File: config.mk
export PLATFORM = sky130hd
export DESIGN_NAME = sti_dac
export DESIGN_NICKNAME = d
export VERILOG_FILES = /design/src/sti_dac_pkg.sv /design/src/sti_ctrl.sv /design/src/bit_counter.sv /design/src/sti_shifter.sv /design/src/pixel_packer.sv /design/src/bank_writer.sv /design/src/sti_dac.sv
export SDC_FILE = /design/constraint.sdc
export NUM_CORES = 1
export LEC_CHECK = 0
export ABC_AREA = 1
export BUFFER_PORTS_ARGS = -buffer_cell sky130_fd_sc_hd__buf_2
export CAP_MARGIN = 25
export CORE_AREA = 4 4 99 101
export DETAILED_ROUTE_END_ITERATION = 6
export DIE_AREA = 0 0 103 105
export PLACE_DENSITY = 0.79
export SLEW_MARGIN = 20
export SYNTH_ARGS = -nofsm -noshare
export SYNTH_HDL_FRONTEND = slang
export SYNTH_SLANG_ARGS = --single-unit
File: constraint.sdc
create_clock -name clk -period 2.6 [get_ports clk]
set_clock_uncertainty 0.15 [all_clocks]
set_input_delay 0.52 -clock clk [delete_from_list [all_inputs] [get_ports clk]]
set_output_delay 0.52 -clock clk [all_outputs]
set_load 0.05 [all_outputs]
File: src/sti_dac_pkg.sv
`default_nettype none

package sti_dac_pkg;

    typedef logic [15:0] word_t;       // host data word.
    typedef logic [31:0] frame_t;      // framed word before shifting.
    typedef logic [1:0]  len_code_t;   // 0:8, 1:16, 2:24, 3:32 bits.
    typedef logic [5:0]  bit_count_t;  // bits left, 0 to 32.
    typedef logic [7:0]  pixel_t;
    typedef logic [4:0]  bank_addr_t;
    typedef logic [3:0]  bank_sel_t;   // one-hot within a group.
    typedef logic [7:0]  pixel_idx_t;

    // image geometry
    localparam int PIXEL_COUNT     = 256;
    localparam int BANK_DEPTH      = 32;
    localparam int BANKS_PER_GROUP = 4;

endpackage

`default_nettype wire

File: src/sti_ctrl.sv
`timescale 1ns/10ps
`default_nettype none

module sti_ctrl
(
    input  wire  clk,
    input  wire  reset,
    input  wire  load,
    input  wire  done,
    output logic start,
    output logic busy
);

    typedef enum logic
    {
        idle,
        shift
    } state_t;

    state_t state;
    state_t state_next;

    always_comb
    begin
        state_next = state;
        case (state)
            idle:
            begin
                if (load)
                    state_next = shift;
            end
            shift:
            begin
                if (done)
                    state_next = idle;
            end
            default:
                state_next = idle;
        endcase
    end

    always_ff @(posedge clk)
    begin
        if (reset)
            state <= idle;
        else
            state <= state_next;
    end

    assign start = load && (state == idle);  // frame and count captured on this edge.
    assign busy  = (state == shift);

    // host must wait for so_valid to drop before the next load
    a_no_load_while_busy: assert property (@(posedge clk) disable iff (reset)
        busy |-> !load);

endmodule

`default_nettype wire

File: src/bit_counter.sv
`timescale 1ns/10ps
`default_nettype none

module bit_counter
(
    input  wire                    clk,
    input  wire                    reset,
    input  wire                    start,
    input  sti_dac_pkg::len_code_t length,
    input  wire                    busy,
    output logic                   done
);

    sti_dac_pkg::bit_count_t count;  // bits left after the current one.

    always_ff @(posedge clk)
    begin
        if (reset)
            count <= '0;
        else if (start)
            count <= sti_dac_pkg::bit_count_t'({length, 3'b111});  // length minus one.
        else if (busy && count != '0)
            count <= count - 1'b1;
    end

    assign done = busy && (count == '0);

    // the FSM has to leave shift once the last bit is out
    a_no_wrap: assert property (@(posedge clk) disable iff (reset)
        busy && count == '0 |=> !busy);

endmodule

`default_nettype wire

File: src/sti_shifter.sv
`timescale 1ns/10ps
`default_nettype none

module sti_shifter
(
    input  wire                    clk,
    input  wire                    reset,
    input  wire                    start,
    input  sti_dac_pkg::word_t     data,
    input  sti_dac_pkg::len_code_t length,
    input  wire                    fill,
    input  wire                    msb,
    input  wire                    low,
    input  wire                    busy,
    output logic                   so_data,
    output logic                   so_valid
);

    sti_dac_pkg::frame_t framed;     // right aligned, length bits wide.
    sti_dac_pkg::frame_t msb_first;
    sti_dac_pkg::frame_t lsb_first;
    sti_dac_pkg::frame_t shift_q;
    logic [4:0]          unused_bits;

    always_comb
    begin
        case (length)
            2'd0:
                framed = sti_dac_pkg::frame_t'(low ? data[15:8] : data[7:0]);
            2'd1:
                framed = sti_dac_pkg::frame_t'(data);
            2'd2:
                framed = fill ? sti_dac_pkg::frame_t'({data, 8'h00})
                              : sti_dac_pkg::frame_t'(data);
            default:
                framed = fill ? {data, 16'h0000} : sti_dac_pkg::frame_t'(data);
        endcase
    end

    // both orders end up left aligned, so shifting is always toward bit 31
    assign unused_bits = {~length, 3'b000};
    assign msb_first   = framed << unused_bits;
    assign lsb_first   = {<<{framed}};  // bit 0 lands on bit 31.

    always_ff @(posedge clk)
    begin
        if (start)
            shift_q <= msb ? msb_first : lsb_first;
        else if (busy)
            shift_q <= shift_q << 1;
    end

    always_ff @(posedge clk)
    begin
        if (reset)
        begin
            so_data  <= 1'b0;
            so_valid <= 1'b0;
        end
        else
        begin
            so_data  <= busy && shift_q[31];
            so_valid <= busy;
        end
    end

endmodule

`default_nettype wire

File: src/pixel_packer.sv
`timescale 1ns/10ps
`default_nettype none

module pixel_packer
(
    input  wire                 clk,
    input  wire                 reset,
    input  wire                 so_data,
    input  wire                 so_valid,
    input  wire                 pad_en,
    input  wire                 finish,
    output logic                pix_valid,
    output sti_dac_pkg::pixel_t pix_data
);

    logic [2:0] bit_cnt;
    logic [6:0] partial;  // earlier bits of the byte, oldest on top.
    logic       pad_bit;
    logic       take;
    logic       bit_in;

    assign pad_bit = pad_en && !so_valid && !finish;  // zero fill to end of image.
    assign take    = so_valid || pad_bit;
    assign bit_in  = so_valid && so_data;

    always_ff @(posedge clk)
    begin
        if (reset)
        begin
            bit_cnt   <= '0;
            pix_valid <= 1'b0;
        end
        else
        begin
            pix_valid <= take && (bit_cnt == 3'd7);
            if (take)
                bit_cnt <= bit_cnt + 1'b1;
        end
    end

    always_ff @(posedge clk)
    begin
        if (take)
            partial <= {partial[5:0], bit_in};
        if (take && bit_cnt == 3'd7)
            pix_data <= {partial, bit_in};
    end

    // pi_end may only come after the last word has left the shifter
    a_single_source: assert property (@(posedge clk) disable iff (reset)
        so_valid |-> !pad_en);

endmodule

`default_nettype wire

File: src/bank_writer.sv
`timescale 1ns/10ps
`default_nettype none

module bank_writer
#(
    parameter int IMG_WIDTH = 16
)
(
    input  wire                     clk,
    input  wire                     reset,
    input  wire                     pix_valid,
    input  sti_dac_pkg::pixel_t     pix_data,
    output sti_dac_pkg::pixel_t     oem_dataout,
    output sti_dac_pkg::bank_addr_t oem_addr,
    output sti_dac_pkg::bank_sel_t  odd_wr,
    output sti_dac_pkg::bank_sel_t  even_wr,
    output logic                    oem_finish
);

    localparam int GROUP_BITS =
        $clog2(sti_dac_pkg::BANK_DEPTH * sti_dac_pkg::BANKS_PER_GROUP);

    sti_dac_pkg::pixel_idx_t idx;
    sti_dac_pkg::pixel_idx_t row;
    sti_dac_pkg::pixel_idx_t col;
    logic [GROUP_BITS-1:0]   odd_cnt;
    logic [GROUP_BITS-1:0]   even_cnt;
    logic [GROUP_BITS-1:0]   cur_cnt;
    sti_dac_pkg::bank_sel_t  bank_sel;
    logic                    to_odd;
    logic                    write;
    logic                    last_wr;

    assign row    = sti_dac_pkg::pixel_idx_t'(idx / IMG_WIDTH);
    assign col    = sti_dac_pkg::pixel_idx_t'(idx % IMG_WIDTH);
    assign to_odd = !(row[0] ^ col[0]);  // row plus column even.
    assign write  = pix_valid && !oem_finish;

    assign cur_cnt  = to_odd ? odd_cnt : even_cnt;
    assign bank_sel = sti_dac_pkg::bank_sel_t'(1) << (cur_cnt / sti_dac_pkg::BANK_DEPTH);

    always_ff @(posedge clk)
    begin
        if (reset)
        begin
            idx        <= '0;
            odd_cnt    <= '0;
            even_cnt   <= '0;
            odd_wr     <= '0;
            even_wr    <= '0;
            last_wr    <= 1'b0;
            oem_finish <= 1'b0;
        end
        else
        begin
            odd_wr     <= (write && to_odd) ? bank_sel : '0;
            even_wr    <= (write && !to_odd) ? bank_sel : '0;
            last_wr    <= write && (idx == sti_dac_pkg::pixel_idx_t'(sti_dac_pkg::PIXEL_COUNT - 1));
            oem_finish <= oem_finish || last_wr;  // held until reset.
            if (write)
            begin
                idx <= idx + 1'b1;
                if (to_odd)
                    odd_cnt <= odd_cnt + 1'b1;
                else
                    even_cnt <= even_cnt + 1'b1;
            end
        end
    end

    always_ff @(posedge clk)
    begin
        if (write)
        begin
            oem_dataout <= pix_data;
            oem_addr    <= sti_dac_pkg::bank_addr_t'(cur_cnt % sti_dac_pkg::BANK_DEPTH);
        end
    end

    // each pixel gives exactly one strobe cycle
    a_one_strobe: assert property (@(posedge clk) disable iff (reset)
        (odd_wr != '0 || even_wr != '0) |=> (odd_wr == '0 && even_wr == '0));

endmodule

`default_nettype wire

File: src/sti_dac.sv
`timescale 1ns/10ps
`default_nettype none

module sti_dac
#(
    parameter int IMG_WIDTH = 16
)
(
    input  wire                     clk,
    input  wire                     reset,
    input  wire                     load,
    input  sti_dac_pkg::word_t      pi_data,
    input  sti_dac_pkg::len_code_t  pi_length,
    input  wire                     pi_fill,
    input  wire                     pi_msb,
    input  wire                     pi_low,
    input  wire                     pi_end,
    output logic                    so_data,
    output logic                    so_valid,
    output sti_dac_pkg::pixel_t     oem_dataout,
    output sti_dac_pkg::bank_addr_t oem_addr,
    output sti_dac_pkg::bank_sel_t  odd_wr,
    output sti_dac_pkg::bank_sel_t  even_wr,
    output logic                    oem_finish
);

    logic                start;
    logic                busy;
    logic                done;
    logic                pix_valid;
    sti_dac_pkg::pixel_t pix_data;

    sti_ctrl u_ctrl (
        .clk   (clk),
        .reset (reset),
        .load  (load),
        .done  (done),
        .start (start),
        .busy  (busy)
    );

    bit_counter u_bit_counter (
        .clk    (clk),
        .reset  (reset),
        .start  (start),
        .length (pi_length),
        .busy   (busy),
        .done   (done)
    );

    sti_shifter u_shifter (
        .clk      (clk),
        .reset    (reset),
        .start    (start),
        .data     (pi_data),
        .length   (pi_length),
        .fill     (pi_fill),
        .msb      (pi_msb),
        .low      (pi_low),
        .busy     (busy),
        .so_data  (so_data),
        .so_valid (so_valid)
    );

    pixel_packer u_packer (
        .clk       (clk),
        .reset     (reset),
        .so_data   (so_data),
        .so_valid  (so_valid),
        .pad_en    (pi_end),
        .finish    (oem_finish),
        .pix_valid (pix_valid),
        .pix_data  (pix_data)
    );

    bank_writer #(
        .IMG_WIDTH (IMG_WIDTH)
    ) u_bank_writer (
        .clk         (clk),
        .reset       (reset),
        .pix_valid   (pix_valid),
        .pix_data    (pix_data),
        .oem_dataout (oem_dataout),
        .oem_addr    (oem_addr),
        .odd_wr      (odd_wr),
        .even_wr     (even_wr),
        .oem_finish  (oem_finish)
    );

endmodule

`default_nettype wire

**Word level (Yosys, flattened, before mapping)**

Index checks and enable logic that the tools add are counted.

- Input port bits: 25
- Flip-flop bits (word level): 105
- Output and inout port bits: 24
- Logic and storage cells: 76

- Equal/unequal tests: 4
- Bitwise logic cells: 6
- Shifts and indexed selects: 2
- Reduce and logical (&&, ||, !) cells: 27
- $add $sub $neg: 5
- Mux-type cells: 13

Operator list:

| operator | number |
|---|---|
| two-way mux 32 bit | 4 |
| one-hot mux 32 bit (3 select lines) | 1 |
| << shifter 32 x 5 -> 32 bit | 1 |
| two-way mux 24 bit | 1 |
| adder 7 x 1 -> 7 bit (second input constant) | 2 |
| logical AND 1 bit | 12 |
| two-way mux 5 bit | 2 |
| adder 8 x 1 -> 8 bit (second input constant) | 1 |
| equality test 8 bit (second input constant) | 1 |
| two-way mux 8 bit | 1 |
| two-way mux 7 bit | 1 |
| zero test 6 bit | 1 |
| nonzero test 6 bit | 1 |
| OR reduction 2 bit | 3 |
| subtractor 6 x 1 -> 6 bit (second input constant) | 1 |
| inverter 1 bit | 4 |
| AND reduction 2 bit | 2 |
| nonzero test 2 bit | 2 |
| << shifter 1 x 2 -> 4 bit (first input constant) | 1 |
| adder 3 x 1 -> 3 bit (second input constant) | 1 |
| equality test 3 bit (second input constant) | 1 |
| zero test 1 bit | 3 |
| equality test 2 x 1 -> 1 bit (second input constant) | 1 |
| equality test 2 bit (second input constant) | 1 |
| 6 further kinds | 8 |

**Logic depth before layout (Yosys ltp)**

Gate-level depths: netlist of run 1.

- Word-level depth: 5
- Mapped depth: 11
- Gate-level depth less buffers: 11

**Hierarchy**

A second synthesis of run 1 with hierarchy kept.

- Cell total of the unflattened synthesis: 741
- Area total of the unflattened synthesis: 5607.9 sq um

Modules (own cells, without submodules):

| module | instances | cells each | seq. area each (sq um) | area an instance (sq um) |
|---|---|---|---|---|
| sti_shifter | 1 | 396 | 1001.0 | 2603.7 |
| bank_writer | 1 | 229 | 1031.0 | 1894.3 |
| pixel_packer | 1 | 47 | 530.5 | 665.6 |
| bit_counter | 1 | 62 | 120.1 | 394.1 |
| sti_ctrl | 1 | 7 | 20.0 | 50.0 |

**Worst setup path before layout of run 1**

OpenSTA, ideal clock, no wires.

- Kind: flip-flop to flip-flop
- Start point: register u_bank_writer.oem_finish
- End point: register u_bank_writer.last_wr
- Setup slack: 0.568 ns
- Required time: 2.390 ns
- Data arrival time: 1.822 ns
- Stages on the path, launching flop included: 7
- Clock period less this slack: 2.032 ns
- Cell sequence: dfxtp_1 -> nor2_2 -> inv_1 -> nor2_1 -> nand2_1 -> nor3b_1 -> and3_1

- Longest elaborated chain between the ends: 3

Ends and longest elaborated chain:

| item | line | source |
|---|---|---|
| start: declaration | bank_writer.sv:17 | `output logic oem_finish` |
| start signal: assignment | bank_writer.sv:59 | `oem_finish <= oem_finish \|\| last_wr;` |
| zero test 1 bit | bank_writer.sv:37 | `assign write = pix_valid && !oem_finish;` |
| logical AND 1 bit | bank_writer.sv:37 |  |
| net u_bank_writer.write | bank_writer.sv:31 | `logic write;` |
| logical AND 1 bit | bank_writer.sv:58 | `last_wr <= write && (idx == sti_dac_pkg::pixel_idx_t'(sti_dac_pkg::PIXEL_COUNT - 1));` |
| end signal: assignment | bank_writer.sv:58 |  |
| end: declaration | bank_writer.sv:32 | `logic last_wr;` |

The timed path passes the listed nets, and every way through them passes these cells.
A chain may end at the register's enable or synchronous reset.

**Worst setup path after layout of run 1**

- Start point: input pi_length[1]
- End point: register u_shifter.shift_q[26], data pin

- Longest elaborated chain between the ends: 5
- Elaborated cells between the ends (all ways): 8

Ends and longest elaborated chain:

| item | line | source |
|---|---|---|
| start: declaration | sti_dac.sv:13 | `input sti_dac_pkg::len_code_t pi_length,` |
| equality test 2 bit, or another cell as far along | sti_shifter.sv:27 | `case (length)` |
| one-hot mux 32 bit (3 select lines) | sti_shifter.sv:27 |  |
| << shifter 32 x 5 -> 32 bit | sti_shifter.sv:42 | `assign msb_first = framed << unused_bits;` |
| two-way mux 32 bit (*) | sti_shifter.sv:48 | `shift_q <= msb ? msb_first : lsb_first;` |
| two-way mux 32 bit (*) | sti_shifter.sv:47 | `if (start)` |
| end signal: assignment | sti_shifter.sv:48 |  |
| end signal: assignment | sti_shifter.sv:50 | `shift_q <= shift_q << 1;` |
| end: declaration | sti_shifter.sv:22 | `sti_dac_pkg::frame_t shift_q;` |

Every way passes the cells marked *; elsewhere a longest branch is shown, timed or not.

==> results of run 1 <==
[registers in the layout (all words and copies together) (netlist names)]
register and cells:
u_shifter.so_data 1, u_shifter.shift_q 32, u_packer.pix_data 8, u_bit_counter.count 6, u_bank_writer.even_wr 4, u_packer.bit_cnt 3, u_bank_writer.oem_dataout 8, u_packer.partial 7
u_bank_writer.odd_cnt 7, u_bank_writer.idx 8, u_bank_writer.even_cnt 7, u_bank_writer.last_wr 1, u_bank_writer.oem_finish 1, u_bank_writer.oem_addr 5, u_ctrl.busy 1, u_shifter.so_valid 1
u_bank_writer.odd_wr 4, u_packer.pix_valid 1
[power groups by stage]
| stage | clock [mW] | sequential [mW] | combinational, mW |
|---|---|---|---|
| 6_report | 1.01 | 1.93 | 0.490 |
| 5_1_grt | 1.10 | 1.94 | 0.548 |
| 4_1_cts | 1.03 | 1.92 | 0.485 |
| 3_5_place_dp | 0 | 1.96 | 0.483 |
| 3_3_place_gp | 0 | 1.96 | 0.475 |
| 2_1_floorplan | 0 | 1.96 | 0.330 |
[cell usage after synthesis, drive strengths merged]
master and number:
edfxtp 60, and3 1, o22ai 11, xor2 2, nor2 67, and2 1
nand2 195, inv 62, nor3b 1, ha 6, buf 8, nand3b 2
nand3 57, clkbuf 16, nand4 5, dfxtp 45, a31oi 1, xnor2 2
or2 4, a21oi 63, o21bai 1, o21ai 47, nor3 7, o211ai 3
[kinds of logic after synthesis]
logic type / synth area share
fa+ha+maj: 0.0144
xor+xnor: 0.00673
flops: 0.519
simple gates: 0.269
compound gates: 0.127
buf+inv: 0.0642
[cell type report]
type | instances | area [um^2] | area share
Multi-Input combinational cell | 476 | 2170 | 0.377
Sequential cell | 105 | 2700 | 0.469
Clock buffer | 9 | 124 | 0.0215
Inverter | 62 | 233 | 0.0404
Tap cell | 111 | 139 | 0.0241
Timing Repair Buffer | 59 | 323 | 0.0560
Clock inverter | 7 | 70.1 | 0.0122
[how the worst max path moves through the flow]
stage	cells after the start	startpoint	slack [ps]	end
5_1_grt	10	pi_length[1]	430	u_shifter.shift_q[11]$_DFFE_PP_
4_1_cts	7	pi_length[1]	630	u_shifter.shift_q[26]$_DFFE_PP_
6_report	7	pi_length[1]	580	u_shifter.shift_q[26]$_DFFE_PP_
3_5_place_dp	7	pi_length[1]	220	u_shifter.shift_q[26]$_DFFE_PP_
2_1_floorplan	6	u_bank_writer.oem_finish$_SDFF_PP0_	570	u_bank_writer.last_wr$_SDFF_PP0_
3_3_place_gp	12	pi_length[1]	240	u_shifter.shift_q[24]$_DFFE_PP_
[worst max-delay path, stage by stage]
cell	delay [ps]
buf_2	230
nand2_1	280
nor2_1	440
nand2_1	180
nand3_1	170
a21oi_1	80
a21oi_1	180
[stage by stage]
stage	power, mW	setup slack [ps]	hold WS (ps)
final	3.43	584	260
after global routing	3.58	429	277
after CTS	3.44	626	266
after detailed placement	2.44	221	255
after global placement	2.43	241	251
after floorplan	2.29	568	250
[layer usage]
layer  GRT usage  up-vias  share of wire
met1       0.307     2184           0.41
li1            -     2318              -
met4       0.107        0          0.042
met5           0        -              0
met3      0.0441       43          0.058
met2       0.397      186           0.49
==> results_dict.tcl, run 1 <==
set metrics [dict create \
    hold_depth 0 \
    finalSetupViolations 0 \
    critPathRequiredTime_ps 2660 \
    cts_resized 0 \
    core_um2 9020 \
    swShare 0.293 \
    worstSetupPathType "in2reg" \
    crit_path_start_kind "input port" \
    cts.clk_slew.worst_paths_ps 120 \
    p_clk_frac 0.295 \
    layout-drive-gt1-share 0.116 \
    overflow 0 \
    final_net_count 744 \
    nFillCells 797 \
    final_area_um2 5760 \
    syn_to_final_growth_pct 10.7 \
    final_cell_mix "nand2_1 (195), nor2_1 (64), inv_1 (62), a21oi_1 (62), edfxtp_1 (60)" \
    port_buffers 48 \
    start_util 0.577 \
    intPower_mw 2.42 \
    crit_fanout 12 \
    drc_errors 0 \
    cts_buffer_depth 2 \
    maxClockFrequency_ghz 0.496 \
    syn_area_um2 5210 \
    avgRoutedWirePerCell_um 15.5 \
    syn_inst 667 \
    synthTopCellsByArea "edfxtp_1 (35%), dfxtp_1 (17%), nand2_1 (14%)" \
    io_pins 49 \
    yosys.area.top_type "edfxtp_1" \
    p_sw_mw 1.00 \
    cts_buffers 9 \
    arrival_ps 2080 \
    syn_nets 698 \
    clk_latency_ps 380 \
    grt_pass1_vias 4313 \
    drt-total-wl_mm 12.8 \
    slew_viol_final 0 \
    p_seq_frac 0.562 \
    hold_buffers 0 \
    fin_crit_ps 2020 \
    n_antenna_cell 0 \
    cp-end-kind "flip-flop" \
    timing.rr.start "u_bank_writer.idx[4]$_SDFFE_PP0P_" \
    r2r-end "u_bank_writer.odd_cnt[4]$_SDFFE_PP0P_" \
    final_common_cell "nand2_1" \
    antenna_found_initial 0 \
    min_from "u_packer.pix_data[6]$_DFFE_PP_" \
    drtIter0Drc 457 \
    final_util 0.639 \
    p_comb_frac 0.143 \
    cts_tree "yes" \
    gp_congestion 1.00 \
    antenna_left 0 \
    ir_worst_vdd_v 0.000293 \
    place_hpwl_mm 9.29 \
    grt_util_all_layers 0.242 \
    min_to "u_bank_writer.oem_dataout[6]$_DFFE_PP_" \
    power_density_nw_per_um2 594 \
    placed_area_um2 5570 \
    rows 35 \
    htreeDepth 3 \
    placed_cells_incl_taps 813 \
    cts_root_buf "clkbuf_8" \
    reg2reg_slack_ps 760 \
    synth_warnings 0 \
    yosysTopAreaCellShare 0.346 \
    firstDrtPassIters 6 \
    timing.max_cap.violations 0 \
    yosysUniqueCellTypes 28 \
    grt_max_degree 39 \
    p_leak_nw 2.51 \
    die_w_um 103 \
    grt_pass1_wl_mm 20.6 \
    synth-seq-cells 105 \
    max-slew-margin-rel 0.531 \
    rsz0062_at_grt "false" \
    hp-class "reg2reg" \
    via_per_inst 5.71 \
    num_vias 4731 \
    reg2reg_depth 8 \
    status "completed" \
    die_h_um 105 \
    setup_tns_ps 0 \
    fp.dieArea_um2 10800 \
    stdcell_count 829 \
    seq_area_frac_synth 0.519 \
    tightest_slew_ps 702 \
    hold_viol_final 0 \
    avgSynthCellArea_um2 7.81 \
    cts.sinks 105 \
    postCtsSetupBuffers 0 \
    post-route-period-util 0.775 \
]
Power figures use the tool's default switching activity.
==> inputs of run 2 (changes only) <==
Clock period 2.6 ns to 2 ns, I/O delays scaled along.
==> run 2 against run 1 <==
Against the previous run:
- global-route usage rose by 2.4 points
- count of clock-buffer cells in the layout did not move
- die area did not move
- sequential share of layout area fell by 1.5 points
- critical path depth fell by 3
- via count rose by 1.9%
- sequential power rose by 30%
- critical path type is now reg2reg
- critical endpoint is now u_packer.pix_data[7]$_DFFE_PP_
- largest power group unchanged
==> results_dict.tcl, run 2 (synthesis gave the netlist of run 1 again) <==
set metrics [dict create \
    grt_util_all_layers 0.266 \
    largest_reg_flops 32 \
    regMostFlops "u_shifter.shift_q" \
    postCtsSetupBuffers 0 \
    core_um2 9020 \
    final_net_count 763 \
    final_common_cell "nand2_1" \
    path_buf_inv 1 \
    grt_pass1_wl_mm 22.3 \
    stdcell_count 848 \
    rsz0062_at_grt "false" \
    layout-drive-gt1-share 0.138 \
    antenna_left 0 \
    final_cell_mix "nand2_1 (195), nor2_1 (64), inv_1 (62), a21oi_1 (62), edfxtp_1 (60)" \
    num_vias 4821 \
    post-route-period-util 0.851 \
    critPathRequiredTime_ps 1860 \
    cts_tree "yes" \
    grtUsageMet3 0.0507 \
    arrival_ps 1560 \
    timing.rr.start "u_packer.bit_cnt[0]$_SDFFE_PP0P_" \
    grt_pass1_vias 4643 \
    port_buffers 48 \
    cp-end-kind "flip-flop" \
    drc_errors 0 \
    p_leak_nw 2.62 \
    place_ws_ps 11.6 \
    worstSetupPathType "reg2reg" \
    drtIter0Drc 377 \
    setup_tns_ps 0 \
    hp-class "in2reg" \
    grt_max_degree 34 \
    tightest_slew_ps 720 \
    r2r-end "u_packer.pix_data[7]$_DFFE_PP_" \
    min_to "u_packer.pix_valid$_SDFF_PP0_" \
    fin_crit_ps 1700 \
    seq_area_um2 2700 \
    maxClockFrequency_ghz 0.588 \
    busiest_layer "met2" \
    firstDrtPassIters 5 \
    swShare 0.295 \
    fp.dieArea_um2 10800 \
    placed_cells_incl_taps 832 \
    hold_buffers 0 \
    reg2reg_slack_ps 300 \
    via_per_inst 5.69 \
    cpMostUsedCell "ha_1" \
    timing.max_cap.violations 0 \
    hold_viol_final 0 \
    power_density_nw_per_um2 757 \
    antenna_found_initial 0 \
    overflow 0 \
    drt-total-wl_mm 13.7 \
    cts_resized 0 \
    min_from "pi_end" \
    grt_util_met2 0.440 \
    cts.sinks 105 \
    hold_depth 3 \
    cts.clk_slew.worst_paths_ps 110 \
    htreeDepth 3 \
    p_sw_mw 1.33 \
    setup_ws_ps 299 \
    finalSetupViolations 0 \
    cts_buffer_depth 2 \
    cp_top_family "simple AND/OR/NAND/NOR gates" \
    reg2reg_depth 4 \
    cts_root_buf "clkbuf_8" \
    max-slew-margin-rel 0.519 \
    p_clk_frac 0.291 \
    intPower_mw 3.18 \
    die_h_um 105 \
    p_comb_frac 0.154 \
    path_cells "ha_1 -> ha_1 -> inv_1 -> nor2_1" \
    clk_latency_ps 380 \
    syn_to_final_growth_pct 14.5 \
    critPathSlowestCell "nor2_1" \
    avgRoutedWirePerCell_um 16.2 \
    start_util 0.577 \
    io_pins 49 \
    total_power_mw 4.51 \
    n_antenna_cell 0 \
    status "completed" \
    die_w_um 103 \
    multi_input_area_um2 2180 \
    grtUsageMet1 0.328 \
    gp_congestion 0.937 \
    nFillCells 774 \
    ir_worst_vdd_v 0.000403 \
    slew_viol_final 0 \
    fin_worst_hold_slack_ps 232 \
    place_hpwl_mm 10.2 \
    slowest_delay_ps 480 \
    crit_path_start_kind "flip-flop" \
    crit_fanout 8 \
    p_seq_frac 0.555 \
    cts_buffers 9 \
    rows 35 \
]
[run 2: cell count changes in the layout (fill, tap and decap cells not counted), sizes merged]
cell | previous run | this run
clkinv | 3 | 2
buf | 59 | 78
clkinvlp | 0 | 1
[run 2: worst reg2reg max path, cell delays in order (launching register included)]
cell,delay (ps)
dfxtp_1,380
ha_1,160
ha_1,130
inv_1,50
nor2_1,480
[run 2: area by class of cell]
| type | count | area share |
|---|---|---|
| Inverter | 62 | 0.0391 |
| Tap cell | 111 | 0.0233 |
| Timing Repair Buffer | 78 | 0.0865 |
| Clock buffer | 9 | 0.0208 |
| Sequential cell | 105 | 0.453 |
| Clock inverter | 7 | 0.0115 |
| Multi-Input combinational cell | 476 | 0.365 |
[run 2: per-layer routing]
metal / vias up / wire length [um]
li1: 2352 / -
met5: - / 0
met4: 0 / 567
met1: 2206 / 5390
met3: 48 / 889
met2: 215 / 6870
[run 2: worst max path at each step]
stage	endpoint	cells after the start	startpoint
3_5_place_dp	u_shifter.shift_q[10]$_DFFE_PP_	10	pi_length[0]
4_1_cts	u_packer.pix_data[3]$_DFFE_PP_	4	u_packer.bit_cnt[0]$_SDFFE_PP0P_
5_1_grt	u_bank_writer.last_wr$_SDFF_PP0_	6	u_bank_writer.oem_finish$_SDFF_PP0_
2_1_floorplan	u_bank_writer.last_wr$_SDFF_PP0_	6	u_bank_writer.oem_finish$_SDFF_PP0_
3_3_place_gp	u_shifter.shift_q[10]$_DFFE_PP_	10	pi_length[0]
6_report	u_packer.pix_data[7]$_DFFE_PP_	4	u_packer.bit_cnt[0]$_SDFFE_PP0P_
[run 2: per-stage QoR]
step | utilization | cell area (um^2)
after CTS | 0.661 | 5960
after floorplan | - | 5210
after detailed placement | 0.639 | 5770
after global routing | 0.661 | 5960
final | 0.661 | 5960
after global placement | 0.639 | 5770
[run 2: power groups by stage]
stage | clock network, mW | registers (mW) | logic [mW]
finish | 1.31 | 2.50 | 0.696
global route | 1.44 | 2.52 | 0.779
CTS | 1.33 | 2.50 | 0.689
global placement | 0 | 2.54 | 0.674
floorplan | 0 | 2.54 | 0.430
detailed placement | 0 | 2.55 | 0.688
==> inputs of run 3 (changes only) <==
Settings changed: CORE_AREA 4 4 99 101 to 10 10 105 107, DIE_AREA 0 0 103 105 to 0 0 115 117.
==> run 3 against run 2 <==
Against the previous run:
- sequential cell count stayed put
- sequential share of layout area fell by 0.21 points
- count of clock-buffer cells in the layout rose by 1
- wire length increased by 2.2%
==> results_dict.tcl, run 3 (synthesis gave the netlist of run 1 again) <==
set metrics [dict create \
    final_common_cell "nand2_1" \
    post-route-period-util 0.868 \
    grt_pass1_vias 4775 \
    max-slew-margin-rel 0.542 \
    place_hpwl_mm 10.5 \
    grt_pass1_wl_mm 22.9 \
    antenna_left 0 \
    cts_buffer_depth 2 \
    htreeDepth 3 \
    hold_viol_final 0 \
    min_to "u_bit_counter.count[4]$_SDFFE_PP0P_" \
    io_pins 49 \
    die_h_um 117 \
    setup_tns_ps 0 \
    die_w_um 115 \
    final_net_count 765 \
    rsz0062_at_grt "false" \
    drc_errors 0 \
    fin_crit_ps 1740 \
    crit_fanout 6 \
    final_area_um2 5990 \
    postCtsSetupBuffers 0 \
    regMostFlops "u_shifter.shift_q" \
    timing.rr.start "u_bank_writer.idx[0]$_SDFFE_PP0P_" \
    ir_worst_vdd_v 0.000470 \
    placed_area_um2 5780 \
    cts_resized 0 \
    start_util 0.577 \
    fp.dieArea_um2 13500 \
    tightest_slew_ps 686 \
    rows 35 \
    hp-class "in2reg" \
    place_ws_ps 16.4 \
    layout-drive-gt1-share 0.141 \
    maxClockFrequency_ghz 0.576 \
    grt_max_degree 39 \
    drtIter0Drc 536 \
    hold_depth 3 \
    finalSetupViolations 0 \
    final_cell_mix "nand2_1 (195), nor2_1 (64), inv_1 (62), a21oi_1 (62), edfxtp_1 (60)" \
    power_density_nw_per_um2 760 \
    cts_buffers 9 \
    syn_to_final_growth_pct 15.0 \
    hold_buffers 0 \
    slew_viol_final 0 \
    port_buffers 48 \
    critPathRequiredTime_ps 2160 \
    final_util 0.664 \
    antenna_found_initial 0 \
    arrival_ps 1890 \
    largest_reg_flops 32 \
    num_vias 4809 \
    cp-end-kind "flip-flop" \
    cts_root_buf "clkbuf_8" \
    setup_ws_ps 263 \
    reg2reg_slack_ps 260 \
    core_um2 9020 \
    n_antenna_cell 0 \
    cts_tree "yes" \
    timing.max_cap.violations 0 \
    worstSetupPathType "reg2reg" \
    firstDrtPassIters 5 \
    clk_latency_ps 370 \
    min_from "pi_length[1]" \
    total_power_mw 4.55 \
    crit_path_start_kind "flip-flop" \
    overflow 0 \
    cts.clk_slew.worst_paths_ps 120 \
    via_per_inst 5.66 \
    avgRoutedWirePerCell_um 16.5 \
    cts.sinks 105 \
    reg2reg_depth 9 \
    drt-total-wl_mm 14.0 \
    gp_congestion 0.916 \
    grt_util_all_layers 0.213 \
    r2r-end "u_bank_writer.odd_cnt[4]$_SDFFE_PP0P_" \
    p_leak_nw 2.64 \
    status "completed" \
]
## run 3: critical path, cell delays in order, from the launching register on
cell and delay, ps:
dfxtp_1 370, inv_1 130, nand2_1 70, nand2_1 160, nand2_1 140, inv_1 170
nand3_1 150, o21bai_1 150, o21ai_0 100, nor2_1 90
## run 3: worst max-delay path by stage
| stage | startpoint | to | slack [ps] |
|---|---|---|---|
| after detailed placement | pi_length[1] | u_shifter.shift_q[20]$_DFFE_PP_ | 20 |
| after floorplan | u_bank_writer.oem_finish$_SDFF_PP0_ | u_bank_writer.last_wr$_SDFF_PP0_ | 190 |
| after global placement | pi_length[0] | u_shifter.shift_q[20]$_DFFE_PP_ | 40 |
| after CTS | u_packer.bit_cnt[0]$_SDFFE_PP0P_ | u_packer.pix_data[7]$_DFFE_PP_ | 250 |
| final | u_bank_writer.idx[0]$_SDFFE_PP0P_ | u_bank_writer.odd_cnt[4]$_SDFFE_PP0P_ | 260 |
| after global routing | u_bank_writer.idx[0]$_SDFFE_PP0P_ | u_bank_writer.odd_cnt[4]$_SDFFE_PP0P_ | 40 |
## run 3: layout make-up
| type | instances | area (um^2) |
|---|---|---|
| Multi-Input combinational cell | 476 | 2180 |
| Inverter | 62 | 233 |
| Clock inverter | 6 | 56.3 |
| Timing Repair Buffer | 80 | 531 |
| Tap cell | 111 | 139 |
| Clock buffer | 10 | 149 |
| Sequential cell | 105 | 2700 |
| Fill cell | 764 | 3030 |
## run 3: report_power, final
part	switching [mW]	total (mW)	internal [mW]	leakage (nW)
combinational	0.458	0.705	0.247	1.58
clock	0.787	1.34	0.557	0.107
sequential	0.0560	2.50	2.45	0.956
total	1.30	4.55	3.25	2.64
## run 3: stage by stage
step           hold slack, ps  instances
3_3_place_gp              253        834
5_1_grt                   207        850
2_1_floorplan             250        667
4_1_cts                   193        850
3_5_place_dp              258        834
6_report                  191        850
## run 3: per-layer routing
layer	track usage	up-vias	share of wire
li1	-	2355	-
met1	0.237	2235	0.40
met2	0.370	171	0.50
met3	0.0387	48	0.050
met4	0.130	0	0.051
met5	0	-	0
